--- config.mk ---
export PLATFORM = sky130hd
export DESIGN_NAME = ecc_mem_top
export DESIGN_NICKNAME = d
export VERILOG_FILES = /design/src/hw/ecc_pkg.sv /design/src/hw/ecc_encode_inject.sv /design/src/hw/ecc_mem_array.sv /design/src/hw/ecc_secded_decoder.sv /design/src/hw/ecc_err_log.sv /design/src/hw/ecc_mem_top.sv
export SDC_FILE = /design/constraint.sdc
export NUM_CORES = 2
export LEC_CHECK = 0
export BUFFER_PORTS_ARGS = -buffer_cell sky130_fd_sc_hd__buf_2
export CAP_MARGIN = 20
export CORE_MARGIN = 2
export CORE_UTILIZATION = 42
export CTS_CLUSTER_SIZE = 40
export DETAILED_ROUTE_END_ITERATION = 10
export PLACE_DENSITY = 0.6
export SLEW_MARGIN = 5
export SYNTH_ARGS = -nofsm -noshare
export SYNTH_HDL_FRONTEND = slang
export SYNTH_HIERARCHICAL = 1
export SYNTH_SLANG_ARGS = --single-unit
--- constraint.sdc ---
create_clock -name clk -period 5.3 [get_ports clk]
set_input_delay 0.795 -clock clk [delete_from_list [all_inputs] [get_ports clk]]
set_output_delay 0.795 -clock clk [all_outputs]
set_load 0.03 [all_outputs]
--- src/hw/ecc_pkg.sv ---
package ecc_pkg;

    localparam int DATA_WIDTH   = 42;
    localparam int PARITY_WIDTH = 7;
    localparam int CODE_WIDTH   = DATA_WIDTH + PARITY_WIDTH;
    localparam int MEM_DEPTH    = 64;
    localparam int ADDR_WIDTH   = $clog2(MEM_DEPTH);
    localparam int CNT_WIDTH    = 16;

    typedef logic [DATA_WIDTH-1:0]   ecc_data_t;
    typedef logic [PARITY_WIDTH-1:0] ecc_parity_t;
    typedef logic [ADDR_WIDTH-1:0]   ecc_addr_t;

    // Stored word, data in the upper bits and check bits below
    typedef struct packed {
        ecc_data_t   data;
        ecc_parity_t parity;
    } ecc_code_t;

    // Column i is the syndrome seen when data bit i flips
    localparam ecc_parity_t ECC_H_COLUMNS [DATA_WIDTH] = '{
        7'b1000011, 7'b1000101, 7'b1000110, 7'b0000111, 7'b1001001, 7'b1001010, // 0 to 5
        7'b0001011, 7'b1001100, 7'b0001101, 7'b0001110, 7'b1001111, 7'b1010001, // 6 to 11
        7'b1010010, 7'b0010011, 7'b1010100, 7'b0010101, 7'b0010110, 7'b1010111, // 12 to 17
        7'b1011000, 7'b0011001, 7'b0011010, 7'b1011011, 7'b0011100, 7'b1011101, // 18 to 23
        7'b1011110, 7'b0011111, 7'b1100001, 7'b1100010, 7'b0100011, 7'b1100100, // 24 to 29
        7'b0100101, 7'b0100110, 7'b1100111, 7'b1101000, 7'b0101001, 7'b0101010, // 30 to 35
        7'b1101011, 7'b0101100, 7'b1101101, 7'b1101110, 7'b0101111, 7'b1110000  // 36 to 41
    };

    // Check bit j is the parity of every data bit whose column has bit j set
    function automatic ecc_parity_t ecc_check_bits(input ecc_data_t data);
        ecc_parity_t p;
        p = '0;
        for (int i = 0; i < DATA_WIDTH; i++) begin
            p = p ^ (ECC_H_COLUMNS[i] & {PARITY_WIDTH{data[i]}});
        end
        return p;
    endfunction

endpackage

--- src/hw/ecc_encode_inject.sv ---
`timescale 1ns/1ps

module ecc_encode_inject (
    input  ecc_pkg::ecc_data_t wr_data,
    input  ecc_pkg::ecc_code_t wr_flip,
    output ecc_pkg::ecc_code_t wr_code
);

    import ecc_pkg::*;

    ecc_code_t clean_code;

    always_comb begin
        clean_code.data   = wr_data;
        clean_code.parity = ecc_check_bits(wr_data);
    end

    // Flip mask may hit data or check bits, one set bit per planted error
    assign wr_code = ecc_code_t'(clean_code ^ wr_flip);

endmodule

--- src/hw/ecc_mem_array.sv ---
`timescale 1ns/1ps

module ecc_mem_array (
    input  logic               clk,
    input  logic               rst_n,
    input  logic               wr_en,
    input  ecc_pkg::ecc_addr_t wr_addr,
    input  ecc_pkg::ecc_code_t wr_code,
    input  logic               rd_en,
    input  ecc_pkg::ecc_addr_t rd_addr,
    output logic               rd_valid,
    output ecc_pkg::ecc_code_t rd_code,
    output ecc_pkg::ecc_addr_t rd_addr_q
);

    import ecc_pkg::*;

    ecc_code_t mem [MEM_DEPTH];

    always_ff @(posedge clk) begin
        if (wr_en) begin
            mem[wr_addr] <= wr_code;
        end
    end

    // Same-edge read of a written address sees the old word
    always_ff @(posedge clk) begin
        if (rd_en) begin
            rd_code   <= mem[rd_addr];
            rd_addr_q <= rd_addr;
        end
    end

    always_ff @(posedge clk) begin
        if (!rst_n) begin
            rd_valid <= 1'b0;
        end else begin
            rd_valid <= rd_en; // One cycle read latency
        end
    end

endmodule

--- src/hw/ecc_secded_decoder.sv ---
`timescale 1ns/1ps

module ecc_secded_decoder (
    input  ecc_pkg::ecc_code_t   code_in,
    input  logic                 bypass,
    output ecc_pkg::ecc_data_t   data_out,
    output ecc_pkg::ecc_parity_t parity_out,
    output logic                 sbit_err,
    output logic                 dbit_err
);

    import ecc_pkg::*;

    ecc_parity_t syndrome;
    ecc_data_t   flip_mask;
    logic        data_hit;
    logic        check_hit;
    logic        syn_nonzero;

    assign parity_out = ecc_check_bits(code_in.data);
    assign syndrome   = parity_out ^ code_in.parity;

    // Find the data bit whose column equals the syndrome
    always_comb begin
        flip_mask = '0;
        data_hit  = 1'b0;
        for (int i = 0; i < DATA_WIDTH; i++) begin
            if (syndrome == ECC_H_COLUMNS[i]) begin
                flip_mask[i] = 1'b1;
                data_hit     = 1'b1;
            end
        end
    end

    assign syn_nonzero = |syndrome;

    // A single set bit in the syndrome points at a flipped check bit
    assign check_hit = syn_nonzero && ((syndrome & (syndrome - ecc_parity_t'(1))) == '0);

    assign data_out = bypass ? code_in.data : code_in.data ^ flip_mask;
    assign sbit_err = !bypass && (data_hit || check_hit);
    assign dbit_err = !bypass && syn_nonzero && !data_hit && !check_hit; // Data left as stored

endmodule

--- src/hw/ecc_err_log.sv ---
`timescale 1ns/1ps

module ecc_err_log (
    input  logic                         clk,
    input  logic                         rst_n,
    input  logic                         valid,
    input  logic                         sbit_err,
    input  logic                         dbit_err,
    input  ecc_pkg::ecc_addr_t           err_addr,
    output logic [ecc_pkg::CNT_WIDTH-1:0] sbit_count,
    output logic [ecc_pkg::CNT_WIDTH-1:0] dbit_count,
    output ecc_pkg::ecc_addr_t           last_err_addr
);

    logic sbit_hit;
    logic dbit_hit;

    assign sbit_hit = valid && sbit_err;
    assign dbit_hit = valid && dbit_err;

    always_ff @(posedge clk) begin
        if (!rst_n) begin
            sbit_count <= '0;
        end else if (sbit_hit && !(&sbit_count)) begin
            sbit_count <= sbit_count + 1'b1; // Holds at all ones
        end
    end

    always_ff @(posedge clk) begin
        if (!rst_n) begin
            dbit_count <= '0;
        end else if (dbit_hit && !(&dbit_count)) begin
            dbit_count <= dbit_count + 1'b1;
        end
    end

    always_ff @(posedge clk) begin
        if (!rst_n) begin
            last_err_addr <= '0;
        end else if (sbit_hit || dbit_hit) begin
            last_err_addr <= err_addr;
        end
    end

endmodule

--- src/hw/ecc_mem_top.sv ---
`timescale 1ns/1ps

module ecc_mem_top (
    input  logic                          clk,
    input  logic                          rst_n,
    input  logic                          wr_en,
    input  ecc_pkg::ecc_addr_t            wr_addr,
    input  ecc_pkg::ecc_data_t            wr_data,
    input  ecc_pkg::ecc_code_t            wr_flip,
    input  logic                          rd_en,
    input  ecc_pkg::ecc_addr_t            rd_addr,
    input  logic                          bypass,
    output logic                          rd_valid,
    output ecc_pkg::ecc_data_t            rd_data,
    output ecc_pkg::ecc_parity_t          rd_parity,
    output logic                          sbit_err,
    output logic                          dbit_err,
    output logic [ecc_pkg::CNT_WIDTH-1:0] sbit_count,
    output logic [ecc_pkg::CNT_WIDTH-1:0] dbit_count,
    output ecc_pkg::ecc_addr_t            last_err_addr
);

    import ecc_pkg::*;

    ecc_code_t wr_code;
    ecc_code_t rd_code;
    ecc_addr_t rd_addr_q;

    ecc_encode_inject u_encode (
        .wr_data (wr_data),
        .wr_flip (wr_flip),
        .wr_code (wr_code)
    );

    ecc_mem_array u_array (
        .clk       (clk),
        .rst_n     (rst_n),
        .wr_en     (wr_en),
        .wr_addr   (wr_addr),
        .wr_code   (wr_code),
        .rd_en     (rd_en),
        .rd_addr   (rd_addr),
        .rd_valid  (rd_valid),
        .rd_code   (rd_code),
        .rd_addr_q (rd_addr_q)
    );

    ecc_secded_decoder u_decode (
        .code_in    (rd_code),
        .bypass     (bypass),
        .data_out   (rd_data),
        .parity_out (rd_parity),
        .sbit_err   (sbit_err),
        .dbit_err   (dbit_err)
    );

    // Logged at the edge that closes the rd_valid cycle
    ecc_err_log u_log (
        .clk           (clk),
        .rst_n         (rst_n),
        .valid         (rd_valid),
        .sbit_err      (sbit_err),
        .dbit_err      (dbit_err),
        .err_addr      (rd_addr_q),
        .sbit_count    (sbit_count),
        .dbit_count    (dbit_count),
        .last_err_addr (last_err_addr)
    );

endmodule

; After elaboration in Yosys (flattened, before gate mapping)
; Memories as Yosys holds them, arrays and structs flattened. A register that Yosys moved wholly into a read port is not among the register bits.
; Index checks and enable logic that the tools add are counted.
[op_classes]
n_eq_ne = 42
addsub = 3
n_mux = 86
n_bitwise = 86
reduce_logical = 20
[ops]
columns = cell, count
row1 = bitwise XOR 7 bit, 47
row2 = "== test 7 bit, second input constant", 24
row3 = bitwise XOR 7 x 5 -> 7 bit, 14
row4 = bitwise XOR 7 x 6 -> 7 bit, 14
row5 = 2-to-1 mux 1 bit, 85
row6 = "== test 7 x 5 -> 1 bit, second input constant", 7
row7 = "== test 7 x 6 -> 1 bit, second input constant", 7
row8 = bitwise XOR 49 bit, 1
row9 = 2-to-1 mux 42 bit, 1
row10 = bitwise XOR 42 bit, 1
row11 = bitwise XOR 7 x 4 -> 7 bit, 6
row12 = "adder 16 x 1 -> 16 bit, second input constant", 2
row13 = AND reduction 16 bit, 2
row14 = "== test 7 x 4 -> 1 bit, second input constant", 3
row15 = bitwise XOR 7 x 3 -> 7 bit, 2
row16 = logical AND 1 bit, 9
row17 = AND 7 bit, 1
row18 = "== test 7 x 3 -> 1 bit, second input constant", 1
row19 = logical NOT 7 bit, 1
row20 = OR reduction 7 bit, 1
row21 = "subtractor 7 x 1 -> 7 bit, second input constant", 1
row22 = logical NOT 1 bit, 5
row23 = logical OR 1 bit, 2
[word_totals]
reg_bits = 45
output_inout_bits = 90
mem_count = 1
ramBits = 3136
wordCells = 243
[mem_list]
columns = name, words, word_bits, rd, rd_ports_with_merged_regs, write_ports, line_no
row1 = u_array.mem, 64, 49, 1, 1, 1, ecc_mem_array.sv:18  ; ecc_code_t mem [MEM_DEPTH];

; Depth between registers and ports, before layout
[depth]
ltp_word = 90
ltp_mapped = 15
ltp_nobuf = 13

; By module
; Netlist, hierarchy kept.
[by_module_without_submodules]
columns = mod, area_per_inst_um2, cells_each, n_inst
row1 = ecc_mem_array, 120351.7, 5090, 1
row2 = ecc_secded_decoder, 2451.1, 278, 1
row3 = ecc_err_log, 1859.3, 214, 1
row4 = ecc_encode_inject, 1321.3, 125, 1

; Least setup slack after synthesis
; No wires, ideal clock.
[synth_timing]
kind = in2reg
startpoint = in wr_addr[3]
endpoint = mem u_array/mem[48][0] (netlist name) (enable)
t_arrival_ps = 4634
setup_slack_ps = 150
setup_ps = 516
required_time_ps = 4784
path_stages = 4
path_cell_list = clkbuf_1 nor2b_1 nand4b_1 nor3_1
[synth_rtl]
columns = item, line_no
row1 = from (decl), ecc_mem_top.sv:7  ; input ecc_pkg::ecc_addr_t wr_addr,
row2 = to (decl), ecc_mem_array.sv:18
; No word-level cell before the write port.

; Worst setup path after layout
[layout_timing]
startpoint = reg u_array/rd_code[10] (netlist name)
endpoint = out sbit_err
[layout_via]
elab_chain_cells = 85
[layout_rtl]
columns = item, line_no
row1 = bitwise XOR 7 x 3 -> 7 bit (*), ecc_pkg.sv:36  ; p = p ^ (ECC_H_COLUMNS[i] & {PARITY_WIDTH{data[i]}});
row2 = bitwise XOR 7 bit (*) (2 in a row), ecc_pkg.sv:36
row3 = bitwise XOR 7 x 4 -> 7 bit (*), ecc_pkg.sv:36
row4 = bitwise XOR 7 bit (*), ecc_pkg.sv:36
row5 = bitwise XOR 7 x 4 -> 7 bit (*) (2 in a row), ecc_pkg.sv:36
row6 = bitwise XOR 7 bit (*) (3 in a row), ecc_pkg.sv:36
row7 = bitwise XOR 7 x 5 -> 7 bit (*), ecc_pkg.sv:36
row8 = bitwise XOR 7 bit (*), ecc_pkg.sv:36
row9 = [23 not listed], -
row10 = bitwise XOR 7 bit (*) (2 in a row), ecc_pkg.sv:36
row11 = bitwise XOR 7 x 6 -> 7 bit (*), ecc_pkg.sv:36
row12 = bitwise XOR 7 bit (*), ecc_pkg.sv:36
row13 = bitwise XOR 7 bit (*), ecc_secded_decoder.sv:21  ; assign syndrome = parity_out ^ code_in.parity;
row14 = == test 7 bit, ecc_secded_decoder.sv:28  ; if (syndrome == ECC_H_COLUMNS[i]) begin
row15 = 2-to-1 mux 1 bit (42 in a row), ecc_secded_decoder.sv:28
row16 = logical OR 1 bit (*), ecc_secded_decoder.sv:41  ; assign sbit_err = !bypass && (data_hit || check_hit);
row17 = logical AND 1 bit (*), ecc_secded_decoder.sv:41
row18 = to (decl), ecc_mem_top.sv:16  ; output logic sbit_err,
; Mark *: on every way between the ends. The rest lies on a longest branch, timed or not.

==> results_dict.tcl <==
set metrics [dict create \
    maxSlewViolCount 0 \
    global_route.peak_usage_layer "met2" \
    die_area_um2 304400 \
    clockBufferDepth 4 \
    grt_max_degree 92 \
    portion_of_the_clock_cycle_consumed_by_the_worst_path_in_the_final_layout_pct 98.81 \
    i_o_pins 198 \
    dr_total_vias 63960 \
    finalWorstPathRequiredPeriod_ps 5237 \
    grt_pass1_vias 63800 \
    die_w_um 551.7 \
    globalRouteMet1Util_pct 32.31 \
    yosys.area_share.simple_pct 1.819 \
    dp_worst_setup_slack_ps 336.4 \
    netlist-cell-type-count 73 \
    groute.usage.overall_pct 23.35 \
    switchingPower_w 0.01727 \
    nNetsFinal 6460 \
    placeableCoreArea_um2 299000 \
    max_fo_critical_path 7 \
    crit_path_start_kind "flop" \
    synthesis.instances 5707 \
    synth_flop_cell "sky130_fd_sc_hd__edfxtp_1" \
    mux_contribution_to_synthesized_area_pct 14.49 \
    dp_hpwl_um 214600 \
    crit_required_ps 4510 \
    pint_w 0.04665 \
    max_slew_headroom_pct 16.22 \
    comb_power_share_pct 17.5 \
    seqPwrFrac_pct 47.2 \
    syn-num-nets 5817 \
    power.ir.vdd_worst_v 0.0004534 \
    ant_nets 0 \
    async_reset_ff_share_pct 0 \
    clock_insertion_delay_worst_skew_ps 890 \
    ff2ff_path_depth 15 \
    htree_levels 5 \
    fill_cells 23740 \
    ctsHoldBuffers 0 \
    cts-buffers-inserted 333 \
    sequence_of_cells_on_the_critical_path "xnor3_1 > xnor2_2 > xnor3_2 > xnor3_4 > o22a_1 > or4_4 > a21oi_2 > a2111oi_4 > a31oi_2 > buf_4 > buf_2" \
    tritoncts_clock_tree "yes" \
    hold_viol 0 \
    setup_slack_ps 62.84 \
    detail_route.first_pass.iterations 5 \
    synthesis.area_per_instance_um2 22.08 \
    power.switching_fraction_pct 27.02 \
    count_of_input_and_output_buffers 197 \
    share_of_the_synthesized_area_in_compound_gates_ao_oa_aoi_oai_pct 3.242 \
    status "finished, final reports clean" \
    route.detailed.wl_per_inst_um 33.93 \
    synth_warnings 6 \
    detail_route.drc_violations 0 \
    holdPathStages 1 \
    setup_tns_ps 0 \
    number_of_sinks_on_the_clock_net 3230 \
    synth-adder-area-share_pct 0.01986 \
    area_delta_synth_final_pct 16.24 \
    leakage_nw 46.16 \
    power.share.clock_pct 35.4 \
    row_count 201 \
    global_route_wire_length_before_repair_um 497500 \
    avgViaCountPerCell 6.056 \
    worst_path_max_delay_cell "sky130_fd_sc_hd__xnor3_2" \
    crit_type "flop to output pin" \
    worstMarginPinSlew_ps 1257 \
    gp_routability_congestion 0.8268 \
    max-cap-violations 0 \
    met3_usage_pct 3.408 \
    grt_antenna_before_repair 18 \
    pwr_density_cell_nw_per_um2 436.5 \
    worst_setup_path_end_kind "output pin" \
    postRouteWirelength_um 358400 \
    synth.cell_area_um2 126000 \
    gr-usage-met2_pct 37.77 \
    highest_clock_frequency_the_design_can_meet_ghz 0.1909 \
    holdCritPathClass "primary input to flop" \
    rsz0062_at_grt "true" \
    initial_core_util_pct 42.13 \
    residual_overflow_from_global_routing 0 \
    clk_root_buffer_cell "sky130_fd_sc_hd__clkbuf_16" \
    clkSlewWorstSetupHoldPaths_ps 60 \
    cp_slowest_stage_delay_ps 500 \
    synth_top_family_by_area "multiplexers" \
    fin_worst_skew_ps 68.52 \
    synth_seq_cells 3230 \
    number_of_synthesized_flops_with_an_enable_pin 3191 \
    cp_data_arrival_time_ps 4440 \
    layout-drive-gt1-share_pct 31.34 \
    die_y_um 551.7 \
    dr.first_iter.drc_count 8252 \
    setup_viol 0 \
    yosysSeqAreaShare_pct 76.68 \
    post_synth_xor_area_fraction_pct 2.368 \
]
## placed cells by master, fill, tap and decap left out, types with 24 or more instances in the layout
| cell | n |
|---|---|
| sky130_fd_sc_hd__xnor2_2 | 24 |
| sky130_fd_sc_hd__a22oi_1 | 78 |
| sky130_fd_sc_hd__buf_12 | 68 |
| sky130_fd_sc_hd__mux2i_1 | 80 |
| sky130_fd_sc_hd__a21oi_1 | 97 |
| sky130_fd_sc_hd__o22ai_1 | 126 |
| sky130_fd_sc_hd__nor2_1 | 93 |
| sky130_fd_sc_hd__buf_2 | 194 |
| sky130_fd_sc_hd__mux4_2 | 768 |
| sky130_fd_sc_hd__a221oi_1 | 78 |
| sky130_fd_sc_hd__a211oi_1 | 31 |
| sky130_fd_sc_hd__clkbuf_1 | 62 |
| sky130_fd_sc_hd__buf_4 | 349 |
| sky130_fd_sc_hd__xor2_4 | 49 |
| sky130_fd_sc_hd__nand3_1 | 49 |
| sky130_fd_sc_hd__bufinv_16 | 26 |
| sky130_fd_sc_hd__clkinv_1 | 80 |
| sky130_fd_sc_hd__xnor2_1 | 112 |
| sky130_fd_sc_hd__a22o_1 | 56 |
| sky130_fd_sc_hd__clkinv_2 | 50 |
| sky130_fd_sc_hd__dfxtp_1 | 39 |
| sky130_fd_sc_hd__edfxtp_1 | 3191 |
| sky130_fd_sc_hd__nand2_1 | 98 |
| sky130_fd_sc_hd__o221ai_1 | 27 |
| sky130_fd_sc_hd__xor2_1 | 24 |
| sky130_fd_sc_hd__nor2_4 | 66 |
| sky130_fd_sc_hd__clkbuf_16 | 339 |
## repair_timing
item / CTS / global route
gates resized for setup: 49 / 13
hold endpoints to repair: 0 / 0
buffers inserted: 26 / 12
pin swaps: 18 / 14
gates cloned: 0 / 0
endpoints found under the setup margin: 35 / 8
## synthesized netlist by cell type, types with 78 or more instances
cell	instances	area [µm²]
sky130_fd_sc_hd__edfxtp_1	3191	95820
sky130_fd_sc_hd__mux4_2	768	17300
sky130_fd_sc_hd__nor2_1	158	593.1
sky130_fd_sc_hd__xnor2_1	137	1200
sky130_fd_sc_hd__clkbuf_1	131	491.7
sky130_fd_sc_hd__o22ai_1	126	788.3
sky130_fd_sc_hd__a21oi_1	99	495.5
sky130_fd_sc_hd__nand2_1	99	371.6
sky130_fd_sc_hd__a221oi_1	81	709.4
sky130_fd_sc_hd__buf_2	80	400.4
sky130_fd_sc_hd__mux2i_1	80	800.8
sky130_fd_sc_hd__a22oi_1	78	585.6
## area by class of cell
cell class / instances / area (µm²) / share of cell area [%]
repair buffers: 620 / 5086 / 3.473
clock buffers: 401 / 8716 / 5.952
inverters: 6 / 22.52 / 0.01538
diodes: 5 / 12.51 / 0.008544
well taps: 3958 / 4952 / 3.382
clock inverters: 183 / 1622 / 1.107
flip-flops and latches: 3230 / 96600 / 65.96
multi-input cells: 2159 / 29430 / 20.10
## state kept, by name, indices dropped and copies added, names as in the netlist
name / count
u_array/rd_addr_q: 6
u_log/sbit_count: 16
u_array/mem: 3136
u_array/rd_valid: 1
u_array/rd_code: 49
u_log/last_err_addr: 6
u_log/dbit_count: 16
## path summary, 6_finish.rpt
| kind | start | endpoint | slack [ps] |
|---|---|---|---|
| max | u_array/rd_code[10]$_DFFE_PP_ | sbit_err | 60 |
| min | rd_addr[2] | u_array/rd_addr_q[2]$_DFFE_PP_ | 290 |
| max reg2reg | u_array/rd_code[10]$_DFFE_PP_ | u_log/sbit_count[13]$_SDFFE_PN0P_ | 540 |
| min reg2reg | u_array/rd_addr_q[0]$_DFFE_PP_ | u_log/last_err_addr[0]$_SDFFE_PN0P_ | 480 |
## cell families after synthesis
family,count (synthesis)
AOI/OAI and AO/OA,570
xor gates and xnor gates,261
adders and majority gates,2
buffers and inverters,318
DFF,3230
muxes,862
and+or+nand+nor,464
## worst max-delay path: cells and delay by family, from the launching register on
family	cells	cell delay (ps)
xor+xnor	4	1570
compound gates	4	770
flops	1	450
simple gates	1	410
buf+inv	2	360
## through the flow
step	total power, W	instances	area, µm²	utilization [%]	hold WS [ps]
6_report	0.06392	10560	146400	48.98	294.7
5_1_grt	0.06579	10560	146400	48.97	277.3
4_1_cts	0.06400	10540	146200	48.88	247.3
3_5_place_dp	0.04101	9930	135300	45.26	478.0
3_3_place_gp	0.04090	9928	135300	45.26	466.8
2_1_floorplan	0.03680	5707	126000	-	452.5
## power groups by stage
stage / sequential (W) / combinational, W / clock (W)
after global placement: 0.0307 / 0.0102 / 0
final: 0.0301 / 0.0112 / 0.0226
after global routing: 0.0302 / 0.0118 / 0.0238
after CTS: 0.0302 / 0.0109 / 0.0229
after detailed placement: 0.0307 / 0.0103 / 0
after floorplan: 0.0308 / 0.00601 / 0
## layer usage
layer,vias up,wire length (µm)
met1,34980,142700
met4,4,14210
met5,-,15
met3,467,27640
li1,25520,-
met2,2994,173800
(Power assumes the default switching activity.)
